===== src/logic/flash_pkg.sv =====
package flash_pkg;

	// flash command words
	localparam logic [15:0] CMD_READ_ARRAY = 16'h00FF;
	localparam logic [15:0] CMD_PROGRAM = 16'h0040;
	localparam logic [15:0] CMD_ERASE_SETUP = 16'h0020;
	localparam logic [15:0] CMD_ERASE_CONFIRM = 16'h00D0;
	localparam logic [15:0] CMD_READ_STATUS = 16'h0070;
	localparam logic [15:0] CMD_CLEAR_STATUS = 16'h0050;

	// register byte offsets on the AXI side
	localparam logic [7:0] REG_ADDR = 8'h00;
	localparam logic [7:0] REG_WDATA = 8'h04;
	localparam logic [7:0] REG_CMD = 8'h08;
	localparam logic [7:0] REG_STATUS = 8'h0C;
	localparam logic [7:0] REG_RDATA = 8'h10;

	localparam logic [1:0] OP_READ = 2'd1;
	localparam logic [1:0] OP_PROGRAM = 2'd2;
	localparam logic [1:0] OP_ERASE = 2'd3;

	// bit positions in the status view
	localparam int SR_READY = 7;
	localparam int SR_ERASE_ERR = 5;
	localparam int SR_PROGRAM_ERR = 4;
	localparam int SR_VPP_ERR = 3;

	typedef union packed {
		logic [15:0] data;
		logic [15:0] status;
	} flash_word_t;

endpackage


===== src/logic/flash_axil_regs.sv =====
`timescale 1ns/1ps

module flash_axil_regs #(
	parameter int ADDR_WIDTH = 22
) (
	input  logic                  clk,
	input  logic                  reset,
	input  logic [7:0]            awaddr,
	input  logic                  awvalid,
	output logic                  awready,
	input  logic [31:0]           wdata,
	input  logic [3:0]            wstrb,
	input  logic                  wvalid,
	output logic                  wready,
	output logic [1:0]            bresp,
	output logic                  bvalid,
	input  logic                  bready,
	input  logic [7:0]            araddr,
	input  logic                  arvalid,
	output logic                  arready,
	output logic [31:0]           rdata,
	output logic [1:0]            rresp,
	output logic                  rvalid,
	input  logic                  rready,
	input  logic                  busy,
	input  logic                  done,
	input  logic                  rdata_valid,
	input  logic [15:0]           op_rdata,
	input  logic                  erase_err,
	input  logic                  program_err,
	input  logic                  vpp_err,
	output logic                  start,
	output logic [1:0]            op,
	output logic [ADDR_WIDTH-1:0] addr,
	output logic [15:0]           op_wdata
);

	localparam logic [1:0] RESP_OKAY = 2'b00;
	localparam logic [1:0] RESP_SLVERR = 2'b10;

	logic [31:0] addr_reg;
	logic [15:0] wdata_reg;
	logic [15:0] rdata_reg;
	logic        done_bit;
	logic        erase_bit;
	logic        program_bit;
	logic        vpp_bit;
	logic        wr_hit;
	logic        rd_hit;
	logic [31:0] status_word;

	function automatic logic mapped(input logic [7:0] offset);
		case (offset)
			flash_pkg::REG_ADDR,
			flash_pkg::REG_WDATA,
			flash_pkg::REG_CMD,
			flash_pkg::REG_STATUS,
			flash_pkg::REG_RDATA: mapped = 1'b1;
			default: mapped = 1'b0;
		endcase
	endfunction

	assign wr_hit = mapped(awaddr);
	assign rd_hit = mapped(araddr);
	assign wready = awready;

	// a command only starts on the handshake cycle, and only with a valid op while idle
	assign op = wdata[1:0];
	assign start = awready && (awaddr == flash_pkg::REG_CMD) && wstrb[0]
		&& (op != 2'b00) && !busy;

	assign addr = addr_reg[ADDR_WIDTH-1:0];
	assign op_wdata = wdata_reg;
	assign status_word = {27'd0, erase_bit, program_bit, vpp_bit, done_bit, busy};

	always_ff @(posedge clk) begin
		if (reset) begin
			awready <= 1'b0;
			bvalid <= 1'b0;
		end else begin
			awready <= awvalid && wvalid && !awready && !bvalid;
			if (awready)
				bvalid <= 1'b1;
			else if (bvalid && bready)
				bvalid <= 1'b0;
		end
	end

	always_ff @(posedge clk) begin
		if (awready) begin
			bresp <= wr_hit ? RESP_OKAY : RESP_SLVERR;
			if (awaddr == flash_pkg::REG_ADDR) begin
				for (int i = 0; i < 4; i++)
					if (wstrb[i])
						addr_reg[i*8 +: 8] <= wdata[i*8 +: 8];
			end
			if (awaddr == flash_pkg::REG_WDATA) begin
				if (wstrb[0])
					wdata_reg[7:0] <= wdata[7:0];
				if (wstrb[1])
					wdata_reg[15:8] <= wdata[15:8];
			end
		end
		if (rdata_valid)
			rdata_reg <= op_rdata;
	end

	// sticky completion bits, cleared when the next operation starts
	always_ff @(posedge clk) begin
		if (reset || start) begin
			done_bit <= 1'b0;
			erase_bit <= 1'b0;
			program_bit <= 1'b0;
			vpp_bit <= 1'b0;
		end else if (done) begin
			done_bit <= 1'b1;
			erase_bit <= erase_err;
			program_bit <= program_err;
			vpp_bit <= vpp_err;
		end
	end

	always_ff @(posedge clk) begin
		if (reset) begin
			arready <= 1'b0;
			rvalid <= 1'b0;
		end else begin
			arready <= arvalid && !arready && !rvalid;
			if (arready)
				rvalid <= 1'b1;
			else if (rvalid && rready)
				rvalid <= 1'b0;
		end
	end

	always_ff @(posedge clk) begin
		if (arready) begin
			rresp <= rd_hit ? RESP_OKAY : RESP_SLVERR;
			case (araddr)
				flash_pkg::REG_ADDR: rdata <= addr_reg;
				flash_pkg::REG_WDATA: rdata <= {16'd0, wdata_reg};
				flash_pkg::REG_STATUS: rdata <= status_word;
				flash_pkg::REG_RDATA: rdata <= {16'd0, rdata_reg};
				default: rdata <= 32'd0;
			endcase
		end
	end

endmodule


===== src/logic/flash_cmd_seq.sv =====
`timescale 1ns/1ps

module flash_cmd_seq #(
	parameter int ADDR_WIDTH = 22,
	parameter int READ_WAIT = 4
) (
	input  logic                    clk,
	input  logic                    reset,
	input  logic                    start,
	input  logic [1:0]              op,
	input  logic [ADDR_WIDTH-1:0]   addr,
	input  logic [15:0]             wdata,
	input  flash_pkg::flash_word_t  captured_word,
	output logic                    busy,
	output logic                    done,
	output logic                    rdata_valid,
	output logic [15:0]             rdata,
	output logic                    erase_err,
	output logic                    program_err,
	output logic                    vpp_err,
	output logic                    we_n,
	output logic                    oe_n,
	output logic                    dq_drive,
	output logic [15:0]             dq_word,
	output logic [ADDR_WIDTH-1:0]   addr_latch
);

	localparam int CNT_W = (READ_WAIT < 1) ? 1 : $clog2(READ_WAIT + 1);

	localparam logic [3:0] IDLE = 4'd0;
	localparam logic [3:0] CMD1_LO = 4'd1;
	localparam logic [3:0] CMD1_HI = 4'd2;
	localparam logic [3:0] CMD2_LO = 4'd3;
	localparam logic [3:0] CMD2_HI = 4'd4;
	localparam logic [3:0] RD_WAIT = 4'd5;
	localparam logic [3:0] SR_LO = 4'd6;
	localparam logic [3:0] SR_HI = 4'd7;
	localparam logic [3:0] SR_OE = 4'd8;
	localparam logic [3:0] SR_CHECK = 4'd9;
	localparam logic [3:0] CLR_LO = 4'd10;
	localparam logic [3:0] CLR_HI = 4'd11;
	localparam logic [3:0] DONE = 4'd12;

	logic [3:0]       state;
	logic [1:0]       op_q;
	logic [15:0]      data_q;
	logic [CNT_W-1:0] wait_cnt;
	logic             any_err;

	assign any_err = captured_word.status[flash_pkg::SR_ERASE_ERR]
		| captured_word.status[flash_pkg::SR_PROGRAM_ERR]
		| captured_word.status[flash_pkg::SR_VPP_ERR];

	always_ff @(posedge clk) begin
		if (reset) begin
			state <= IDLE;
			erase_err <= 1'b0;
			program_err <= 1'b0;
			vpp_err <= 1'b0;
		end else begin
			case (state)
				IDLE: begin
					if (start) begin
						state <= CMD1_LO;
						erase_err <= 1'b0;
						program_err <= 1'b0;
						vpp_err <= 1'b0;
					end
				end
				CMD1_LO: state <= CMD1_HI;
				CMD1_HI: state <= (op_q == flash_pkg::OP_READ) ? RD_WAIT : CMD2_LO;
				CMD2_LO: state <= CMD2_HI;
				CMD2_HI: state <= SR_LO;
				RD_WAIT: begin
					if (wait_cnt == CNT_W'(READ_WAIT))
						state <= DONE;
				end
				SR_LO: state <= SR_HI;
				SR_HI: state <= SR_OE;
				SR_OE: state <= SR_CHECK;
				// poll again until the flash reports ready
				SR_CHECK: begin
					if (captured_word.status[flash_pkg::SR_READY]) begin
						erase_err <= captured_word.status[flash_pkg::SR_ERASE_ERR];
						program_err <= captured_word.status[flash_pkg::SR_PROGRAM_ERR];
						vpp_err <= captured_word.status[flash_pkg::SR_VPP_ERR];
						state <= any_err ? CLR_LO : DONE;
					end else begin
						state <= SR_LO;
					end
				end
				CLR_LO: state <= CLR_HI;
				CLR_HI: state <= DONE;
				DONE: state <= IDLE;
				default: state <= IDLE;
			endcase
		end
	end

	always_ff @(posedge clk) begin
		if (state == IDLE && start) begin
			op_q <= op;
			data_q <= wdata;
			addr_latch <= addr;
		end
		if (state == CMD1_HI)
			wait_cnt <= '0;
		else if (state == RD_WAIT)
			wait_cnt <= wait_cnt + 1'b1;
	end

	assign busy = (state != IDLE);
	assign done = (state == DONE);
	assign rdata_valid = done && (op_q == flash_pkg::OP_READ);
	assign rdata = captured_word.data;

	assign we_n = !(state inside {CMD1_LO, CMD2_LO, SR_LO, CLR_LO});
	assign oe_n = !(state inside {RD_WAIT, SR_OE});
	// data held through the high half so it is stable at the we_n rising edge
	assign dq_drive = state inside {CMD1_LO, CMD1_HI, CMD2_LO, CMD2_HI,
		SR_LO, SR_HI, CLR_LO, CLR_HI};

	always_comb begin
		case (state)
			CMD1_LO, CMD1_HI: begin
				case (op_q)
					flash_pkg::OP_PROGRAM: dq_word = flash_pkg::CMD_PROGRAM;
					flash_pkg::OP_ERASE: dq_word = flash_pkg::CMD_ERASE_SETUP;
					default: dq_word = flash_pkg::CMD_READ_ARRAY;
				endcase
			end
			CMD2_LO, CMD2_HI: begin
				if (op_q == flash_pkg::OP_PROGRAM)
					dq_word = data_q;
				else
					dq_word = flash_pkg::CMD_ERASE_CONFIRM;
			end
			CLR_LO, CLR_HI: dq_word = flash_pkg::CMD_CLEAR_STATUS;
			default: dq_word = flash_pkg::CMD_READ_STATUS;
		endcase
	end

endmodule


===== src/logic/flash_pin_if.sv =====
`timescale 1ns/1ps

module flash_pin_if #(
	parameter int ADDR_WIDTH = 22
) (
	input  logic                   clk,
	input  logic                   reset,
	input  logic [ADDR_WIDTH-1:0]  addr_latch,
	input  logic                   we_n,
	input  logic                   oe_n,
	input  logic                   dq_drive,
	input  logic [15:0]            dq_word,
	input  logic [15:0]            flash_dq_in,
	output flash_pkg::flash_word_t captured_word,
	output logic [ADDR_WIDTH:0]    flash_addr,
	output logic [15:0]            flash_dq_out,
	output logic                   flash_dq_oe,
	output logic                   flash_ce_n,
	output logic                   flash_oe_n,
	output logic                   flash_we_n,
	output logic                   flash_rp_n,
	output logic                   flash_vpen,
	output logic                   flash_byte_n
);

	logic turnaround;

	// word address to byte address, bit 0 unused in word mode
	assign flash_addr = {addr_latch, 1'b0};

	assign flash_ce_n = 1'b0;
	assign flash_rp_n = 1'b1;
	assign flash_vpen = 1'b1;
	assign flash_byte_n = 1'b1;

	assign flash_we_n = we_n;
	assign flash_oe_n = oe_n;
	assign flash_dq_out = dq_word;

	// one idle cycle after the flash drove the bus before we drive it again
	always_ff @(posedge clk) begin
		if (reset)
			turnaround <= 1'b0;
		else
			turnaround <= !oe_n;
	end

	assign flash_dq_oe = dq_drive && oe_n && !turnaround;

	always_ff @(posedge clk) begin
		if (!oe_n)
			captured_word.data <= flash_dq_in;
	end

endmodule


===== src/logic/flash_ctrl_top.sv =====
`timescale 1ns/1ps

module flash_ctrl_top #(
	parameter int ADDR_WIDTH = 22,
	parameter int READ_WAIT = 4
) (
	input  logic                  clk,
	input  logic                  reset,
	input  logic [7:0]            awaddr,
	input  logic                  awvalid,
	output logic                  awready,
	input  logic [31:0]           wdata,
	input  logic [3:0]            wstrb,
	input  logic                  wvalid,
	output logic                  wready,
	output logic [1:0]            bresp,
	output logic                  bvalid,
	input  logic                  bready,
	input  logic [7:0]            araddr,
	input  logic                  arvalid,
	output logic                  arready,
	output logic [31:0]           rdata,
	output logic [1:0]            rresp,
	output logic                  rvalid,
	input  logic                  rready,
	output logic [ADDR_WIDTH:0]   flash_addr,
	output logic [15:0]           flash_dq_out,
	output logic                  flash_dq_oe,
	input  logic [15:0]           flash_dq_in,
	output logic                  flash_ce_n,
	output logic                  flash_oe_n,
	output logic                  flash_we_n,
	output logic                  flash_rp_n,
	output logic                  flash_vpen,
	output logic                  flash_byte_n
);

	logic                   start;
	logic [1:0]             op;
	logic [ADDR_WIDTH-1:0]  req_addr;
	logic [15:0]            req_wdata;
	logic                   busy;
	logic                   done;
	logic                   rdata_valid;
	logic [15:0]            seq_rdata;
	logic                   erase_err;
	logic                   program_err;
	logic                   vpp_err;
	logic                   we_n;
	logic                   oe_n;
	logic                   dq_drive;
	logic [15:0]            dq_word;
	logic [ADDR_WIDTH-1:0]  addr_latch;
	flash_pkg::flash_word_t captured_word;

	flash_axil_regs #(
		.ADDR_WIDTH(ADDR_WIDTH)
	) u_regs (
		.clk(clk),
		.reset(reset),
		.awaddr(awaddr),
		.awvalid(awvalid),
		.awready(awready),
		.wdata(wdata),
		.wstrb(wstrb),
		.wvalid(wvalid),
		.wready(wready),
		.bresp(bresp),
		.bvalid(bvalid),
		.bready(bready),
		.araddr(araddr),
		.arvalid(arvalid),
		.arready(arready),
		.rdata(rdata),
		.rresp(rresp),
		.rvalid(rvalid),
		.rready(rready),
		.busy(busy),
		.done(done),
		.rdata_valid(rdata_valid),
		.op_rdata(seq_rdata),
		.erase_err(erase_err),
		.program_err(program_err),
		.vpp_err(vpp_err),
		.start(start),
		.op(op),
		.addr(req_addr),
		.op_wdata(req_wdata)
	);

	flash_cmd_seq #(
		.ADDR_WIDTH(ADDR_WIDTH),
		.READ_WAIT(READ_WAIT)
	) u_seq (
		.clk(clk),
		.reset(reset),
		.start(start),
		.op(op),
		.addr(req_addr),
		.wdata(req_wdata),
		.captured_word(captured_word),
		.busy(busy),
		.done(done),
		.rdata_valid(rdata_valid),
		.rdata(seq_rdata),
		.erase_err(erase_err),
		.program_err(program_err),
		.vpp_err(vpp_err),
		.we_n(we_n),
		.oe_n(oe_n),
		.dq_drive(dq_drive),
		.dq_word(dq_word),
		.addr_latch(addr_latch)
	);

	flash_pin_if #(
		.ADDR_WIDTH(ADDR_WIDTH)
	) u_pins (
		.clk(clk),
		.reset(reset),
		.addr_latch(addr_latch),
		.we_n(we_n),
		.oe_n(oe_n),
		.dq_drive(dq_drive),
		.dq_word(dq_word),
		.flash_dq_in(flash_dq_in),
		.captured_word(captured_word),
		.flash_addr(flash_addr),
		.flash_dq_out(flash_dq_out),
		.flash_dq_oe(flash_dq_oe),
		.flash_ce_n(flash_ce_n),
		.flash_oe_n(flash_oe_n),
		.flash_we_n(flash_we_n),
		.flash_rp_n(flash_rp_n),
		.flash_vpen(flash_vpen),
		.flash_byte_n(flash_byte_n)
	);

endmodule


===== config.mk =====
export PLATFORM = sky130hd
export DESIGN_NAME = flash_ctrl_top
export DESIGN_NICKNAME = d
export VERILOG_FILES = /design/src/logic/flash_pkg.sv /design/src/logic/flash_axil_regs.sv /design/src/logic/flash_cmd_seq.sv /design/src/logic/flash_pin_if.sv /design/src/logic/flash_ctrl_top.sv
export SDC_FILE = /design/constraint.sdc
export NUM_CORES = 1
export LEC_CHECK = 0
export ABC_CLOCK_PERIOD_IN_PS = 3150
export BUFFER_PORTS_ARGS = -buffer_cell sky130_fd_sc_hd__buf_2
export CORE_MARGIN = 4
export CORE_UTILIZATION = 45
export DETAILED_ROUTE_END_ITERATION = 12
export PLACE_DENSITY = 0.73
export SYNTH_ARGS = -nofsm -noshare
export SYNTH_HDL_FRONTEND = slang
export SYNTH_SLANG_ARGS = --single-unit

===== constraint.sdc =====
create_clock -name clk -period 3.15 [get_ports clk]
set_input_delay 0.1575 -clock clk [delete_from_list [all_inputs] [get_ports clk]]
set_output_delay 0.1575 -clock clk [all_outputs]
set_load 0.01 [all_outputs]

## Word-level counts from Yosys, hierarchy flattened

Index checks and enable logic that the tools add are counted.

| operators by class | value |
|---|---|
| add/subtract/negate cells | 1 |
| eq/ne operators | 27 |
| muxes and demuxes | 25 |
| bitwise gates (word level) | 2 |
| reductions and logical operators | 48 |

Operators by type and width:

| operator | number |
|---|---|
| 32-bit one-hot mux with 4 select lines | 1 |
| 16-bit one-hot mux with 3 select lines | 1 |
| 4-bit one-hot mux with 12 select lines | 1 |
| 8-bit by 4-bit == test with 1-bit output (second input constant) | 4 |
| 3-bit AND reduction | 7 |
| 4-bit == test (second input constant) | 5 |
| 4-bit by 3-bit == test with 1-bit output (second input constant) | 4 |
| 8-bit by 3-bit == test with 1-bit output (second input constant) | 2 |
| 8-bit by 5-bit == test with 1-bit output (second input constant) | 2 |
| 8-bit logical NOT | 2 |
| 16-bit 2-to-1 mux | 1 |
| 8-bit one-hot mux with 2 select lines | 1 |
| 1-bit logical AND | 15 |
| 4-bit 2-to-1 mux | 3 |
| 1-bit 2-to-1 mux | 10 |
| 2-bit nonzero test | 5 |
| 5-bit OR reduction | 2 |
| 4-bit by 2-bit == test with 1-bit output (second input constant) | 2 |
| 1-bit logical NOT | 8 |
| 4-bit nonzero test | 2 |
| 8-bit nonzero test | 1 |
| 3-bit 2-to-1 mux | 2 |
| 1-bit one-hot mux with 2 select lines | 3 |
| 2-bit OR reduction | 3 |
| 12 further kinds | 16 |

| storage, ports and cells | value |
|---|---|
| register bits after elaboration | 175 |
| bits of input ports | 75 |
| word-level logic and storage cells | 131 |

## Depth between registers and ports, before layout

| logic depth | value |
|---|---|
| word-level depth | 7 |
| gate-level depth with buffers | 6 |
| mapped depth without buffers | 5 |

## Hierarchy

Synthesis repeated with hierarchy kept, for this count alone.

| second synthesis, totals | value |
|---|---|
| cell total of the unflattened synthesis | 530 |
| area, all modules | 7432.1 um2 |

Modules (own cells, without submodules):

| module | times used | cells an instance | area each (um2) | sequential area each (um2) |
|---|---|---|---|---|
| flash_axil_regs | 1 | 270 | 4212.8 | 3103.0 |
| flash_cmd_seq | 1 | 193 | 2357.3 | 1401.3 |
| flash_pin_if | 1 | 67 | 862.1 | 500.5 |

## Worst setup path before layout

OpenSTA, ideal clock, no wires.

| path | value |
|---|---|
| kind | register to register |
| start point | register u_seq.state[3] |
| end point | register u_seq.addr_latch[0] (enable) |
| setup time | 0.440 ns |
| arrival time | 2.554 ns |
| required time | 2.710 ns |
| path slack | 0.156 ns |
| stages on the path, launching flop included | 5 |
| cells stage by stage | dfxtp_1 clkbuf_1 nor2_1 nand2_1 nor3b_2 |

| on the way | value |
|---|---|
| word-level cells in the longest chain between the ends | 4 |
| elaborated cells on any way between the ends | 5 |
| classes of those cells | reduce/logical: 5 |

Ends and longest elaborated chain:

| item | line | RTL |
|---|---|---|
| from (decl) | flash_cmd_seq.sv:44 | `logic [3:0] state;` |
| from (signal assigned) | flash_cmd_seq.sv:71 | `CMD1_HI: state <= (op_q == flash_pkg::OP_READ) ? RD_WAIT : CMD2_LO;` |
| from (signal assigned) | flash_cmd_seq.sv:87 | `state <= any_err ? CLR_LO : DONE;` |
| 4-bit nonzero test | flash_cmd_seq.sv:112 | `assign busy = (state != IDLE);` |
| 1-bit logical NOT | flash_axil_regs.sv:70 | `&& (op != 2'b00) && !busy;` |
| 1-bit logical AND | flash_axil_regs.sv:70 |  |
| 1-bit logical AND (*) | flash_cmd_seq.sv:101 | `if (state == IDLE && start) begin` |
| to (signal assigned) | flash_cmd_seq.sv:104 | `addr_latch <= addr;` |
| to (decl) | flash_cmd_seq.sv:25 | `output logic [ADDR_WIDTH-1:0] addr_latch` |

Mark *: on every way between the ends. The rest lies on a longest branch, timed or not.
A chain may end at the register's enable or synchronous reset.

## Worst setup path in the final report

| path | value |
|---|---|
| start point | register u_seq.state[2] |
| end point | output flash_dq_out[12] |

| on the way | value |
|---|---|
| word-level cells in the longest chain between the ends | 3 |
| elaborated cells on any way between the ends | 10 |
| classes of those cells | eq/ne: 6; mux: 1; reduce/logical: 3 |

Ends and longest elaborated chain:

| item | line | RTL |
|---|---|---|
| 4-bit == test (tied with other cells) | flash_cmd_seq.sv:124 | `case (state)` |
| 2-bit OR reduction | flash_cmd_seq.sv:124 |  |
| 16-bit one-hot mux with 3 select lines (*) | flash_cmd_seq.sv:124 |  |
| to (decl) | flash_ctrl_top.sv:27 | `output logic [15:0] flash_dq_out,` |

Marked as above.

==> run summary <==
status -> finished, final reports clean
Vert. Die Dim -> 128 um
WL/cell -> 17.9 um
Core Rows -> 43
number of DRC markers in iteration 0 -> 281
CP delay by family, top -> flip-flops
Mapped Cells -> 398
GR Util met3 -> 4.17%
CORE AREA -> 14000 um2
routing usage on met1 -> 22.0%
Most used DFF post-synth -> edfxtp_1
Internal -> 3.85 mW
Vias/cell -> 5.13
MaxCap Viol Count -> 0
CTS resizes -> 0
critical path fanouts, max -> 23
fraction of layout cells with a size suffix above 1 -> 30.9%
final wirelength -> 14300 um
number of synthesized flops with an enable pin -> 154
CTS max path bufs -> 2
setup ws final -> 540 ps
Post-DP HPWL -> 9950 um
Setup Skew -> 8.21 ps
Post-Layout Cell Count -> 800
first-pass GRT wire length -> 21800 um
CP endpoint kind -> output port
Final min period -> 2610 ps
reg2reg path depth -> 4
Starting Density -> 46.4%
Worst path max stage delay -> 800 ps
critical-path cell list -> nor4b_1 > a31oi_1 > nor2_1 > buf_4 > and2_1 > buf_2
Reg clk slew, reported paths -> 60 ps
number of flip-flops in the largest register -> 48
Final setup viols -> 0
sw power -> 1.15 mW
Clock power frac -> 37.6%
setup_tns -> 0 ps
CP arrival -> 2450 ps
die area -> 16400 um2
Cell variety after synth -> 47
Synth warnings -> 0
WP data required -> 2990 ps
final hold vios -> 0
slowest CP cell -> dfxtp_1
I/O pins -> 162
first drt pass iteration count -> 5
TritonCTS buffer count -> 17
Die W -> 128 um
remaining antenna violation count after routing -> 0
Clock Latency Late Sink -> 410 ps
Sink Count -> 173
Worst VDD drop -> 0.418 mV
RSZ-0062 raised after global routing -> no
H-tree depth -> 4
Least-Margin Pin Slew -> 918 ps
slew margin rel. -> 38.8%
Final nets -> 684
Tcrit/Tclk final -> 82.9%
largest net degree at the start of global routing -> 48
Flop pwr share -> 52.3%
WP depth -> 6
Hold Path Class -> primary input to flip-flop
sw frac -> 23.0%
combinational share of power -> 10.1%
fmax -> 383 MHz
CTS root buf -> clkbuf_16
#FFs+latches synth -> 173
gr busiest metal -> met2
PortBufs -> 154
grt ovf -> 0
RD Place Congestion -> 0.838
antenna violations before repair -> 0
Final Max Tran Viols -> 0
Synth async-reset ratio -> 0%
CP bufs+invs -> 2
startpoint types -> flip-flop
fillers -> 1093
crit path kind -> flip-flop to output port
DR DRC count -> 0
CTS tree -> yes
PwrDens -> 590 nW/um2
placed cells -> 717
number of global-route vias before repair -> 4051
P_leak -> 3.19 nW
pre-CTS WS -> 933 ps
total vias in the final route -> 4104
Post-Synthesis Cell Area -> 6490 um2
Worst Hold Depth -> 2
Power Total -> 5.00 mW
GRT met2 Usage -> 29.5%
syn avg cell area -> 16.3 um2
total global-route track usage -> 17.7%
Synth-to-Final Area Change -> 30.4%
sequential area share after synthesis -> 77.1%
==> placed cells by master (no fill, tap or decap), drive strengths merged, types with 8 or more instances in the layout <==
cell type | synthesis | final
clkbuf | 11 | 19
inv | 11 | 12
dfxtp | 19 | 19
mux2i | 20 | 20
o2bb2ai | 14 | 14
nor2 | 25 | 25
and2 | 28 | 28
nor3 | 9 | 9
buf | 14 | 159
edfxtp | 154 | 154
dlygate4sd3 | 0 | 51
nand2 | 8 | 8
==> cell type report <==
class | instances | area, um2 | area share (%)
clock buffers | 19 | 433 | 5.12
inverters | 11 | 41.3 | 0.488
well taps | 180 | 225 | 2.66
multi-input cells | 194 | 1340 | 15.8
flip-flops and latches | 173 | 5010 | 59.2
clock inverters | 12 | 98.8 | 1.17
repair buffers | 210 | 1320 | 15.6
diodes | 1 | 2.50 | 0.0296
==> layer usage <==
layer  share of wire, %  vias to the layer above
met5                  0                        -
met4                2.3                        0
met3                6.6                       24
met2                 50                      174
met1                 41                     1974
li1                   -                     1932
==> power groups by stage <==
stage / logic, mW / registers, mW / clock network, mW
after floorplan: 0.298 / 2.62 / 0
after detailed placement: 0.453 / 2.66 / 0
after CTS: 0.505 / 2.61 / 1.92
after global placement: 0.439 / 2.65 / 0
final: 0.504 / 2.61 / 1.88
after global routing: 0.555 / 2.62 / 2.02
==> path summary, 6_finish.rpt <==
kind	from	endpoint	slack, ps
setup / recovery	u_seq.state[2]	flash_dq_out[12]	540
hold / removal	awaddr[1]	u_regs.bresp[1]	20
setup reg to reg	u_seq.state[3]	u_pins.captured_word[14]	910
hold reg to reg	u_pins.captured_word[13]	u_regs.rdata_reg[13]	420
==> repair_timing <==
item                                   in CTS  in global routing
hold buffers                               51                  0
buffers inserted                            0                  0
endpoints found under the hold margin      68                  0
==> through the flow <==
stage	util (%)	hold slack [ps]	instance area [um2]
2_1_floorplan	-	256	6510
3_3_place_gp	53.0	336	7420
3_5_place_dp	53.0	336	7420
4_1_cts	60.5	4.50	8460
5_1_grt	60.5	12.9	8460
6_report	60.5	17.7	8460
==> kinds of logic after synthesis <==
family	share of synthesized area (%)
AOI/OAI and AO/OA	6.94
xor gates and xnor gates	0.135
adders and majority gates	0.385
buffers and inverters	2.70
DFF	77.1
muxes	3.08
other	0.116
and+or+nand+nor	9.54
==> cells in the mapped netlist, types with 2 or more instances <==
cell type,n,area [um2]
buf_2,2,10.0
nand3b_1,6,45.0
a31oi_1,7,43.8
nand2_1,8,30.0
nor3_1,9,45.0
a21oi_1,7,35.0
o21ai_0,6,30.0
edfxtp_1,154,4620
a221o_1,5,50.1
nand2b_1,5,31.3
o22a_1,2,17.5
buf_4,8,60.1
a221oi_1,2,17.5
o22ai_1,2,12.5
mux2i_1,20,200
buf_1,3,11.3
and2_1,28,175
o41ai_1,2,17.5
o2bb2ai_1,14,123
nor2b_1,2,12.5
ha_1,2,25.0
conb_1,2,7.51
o211ai_1,2,15.0
inv_1,11,41.3
nor4_1,6,37.5
nor4b_1,2,17.5
dfxtp_1,19,380
and3_1,4,25.0
nor3b_1,2,15.0
clkbuf_1,11,41.3
a211o_1,2,17.5
nor2_1,25,93.8
a21o_1,4,30.0
(Power assumes the default switching activity.)
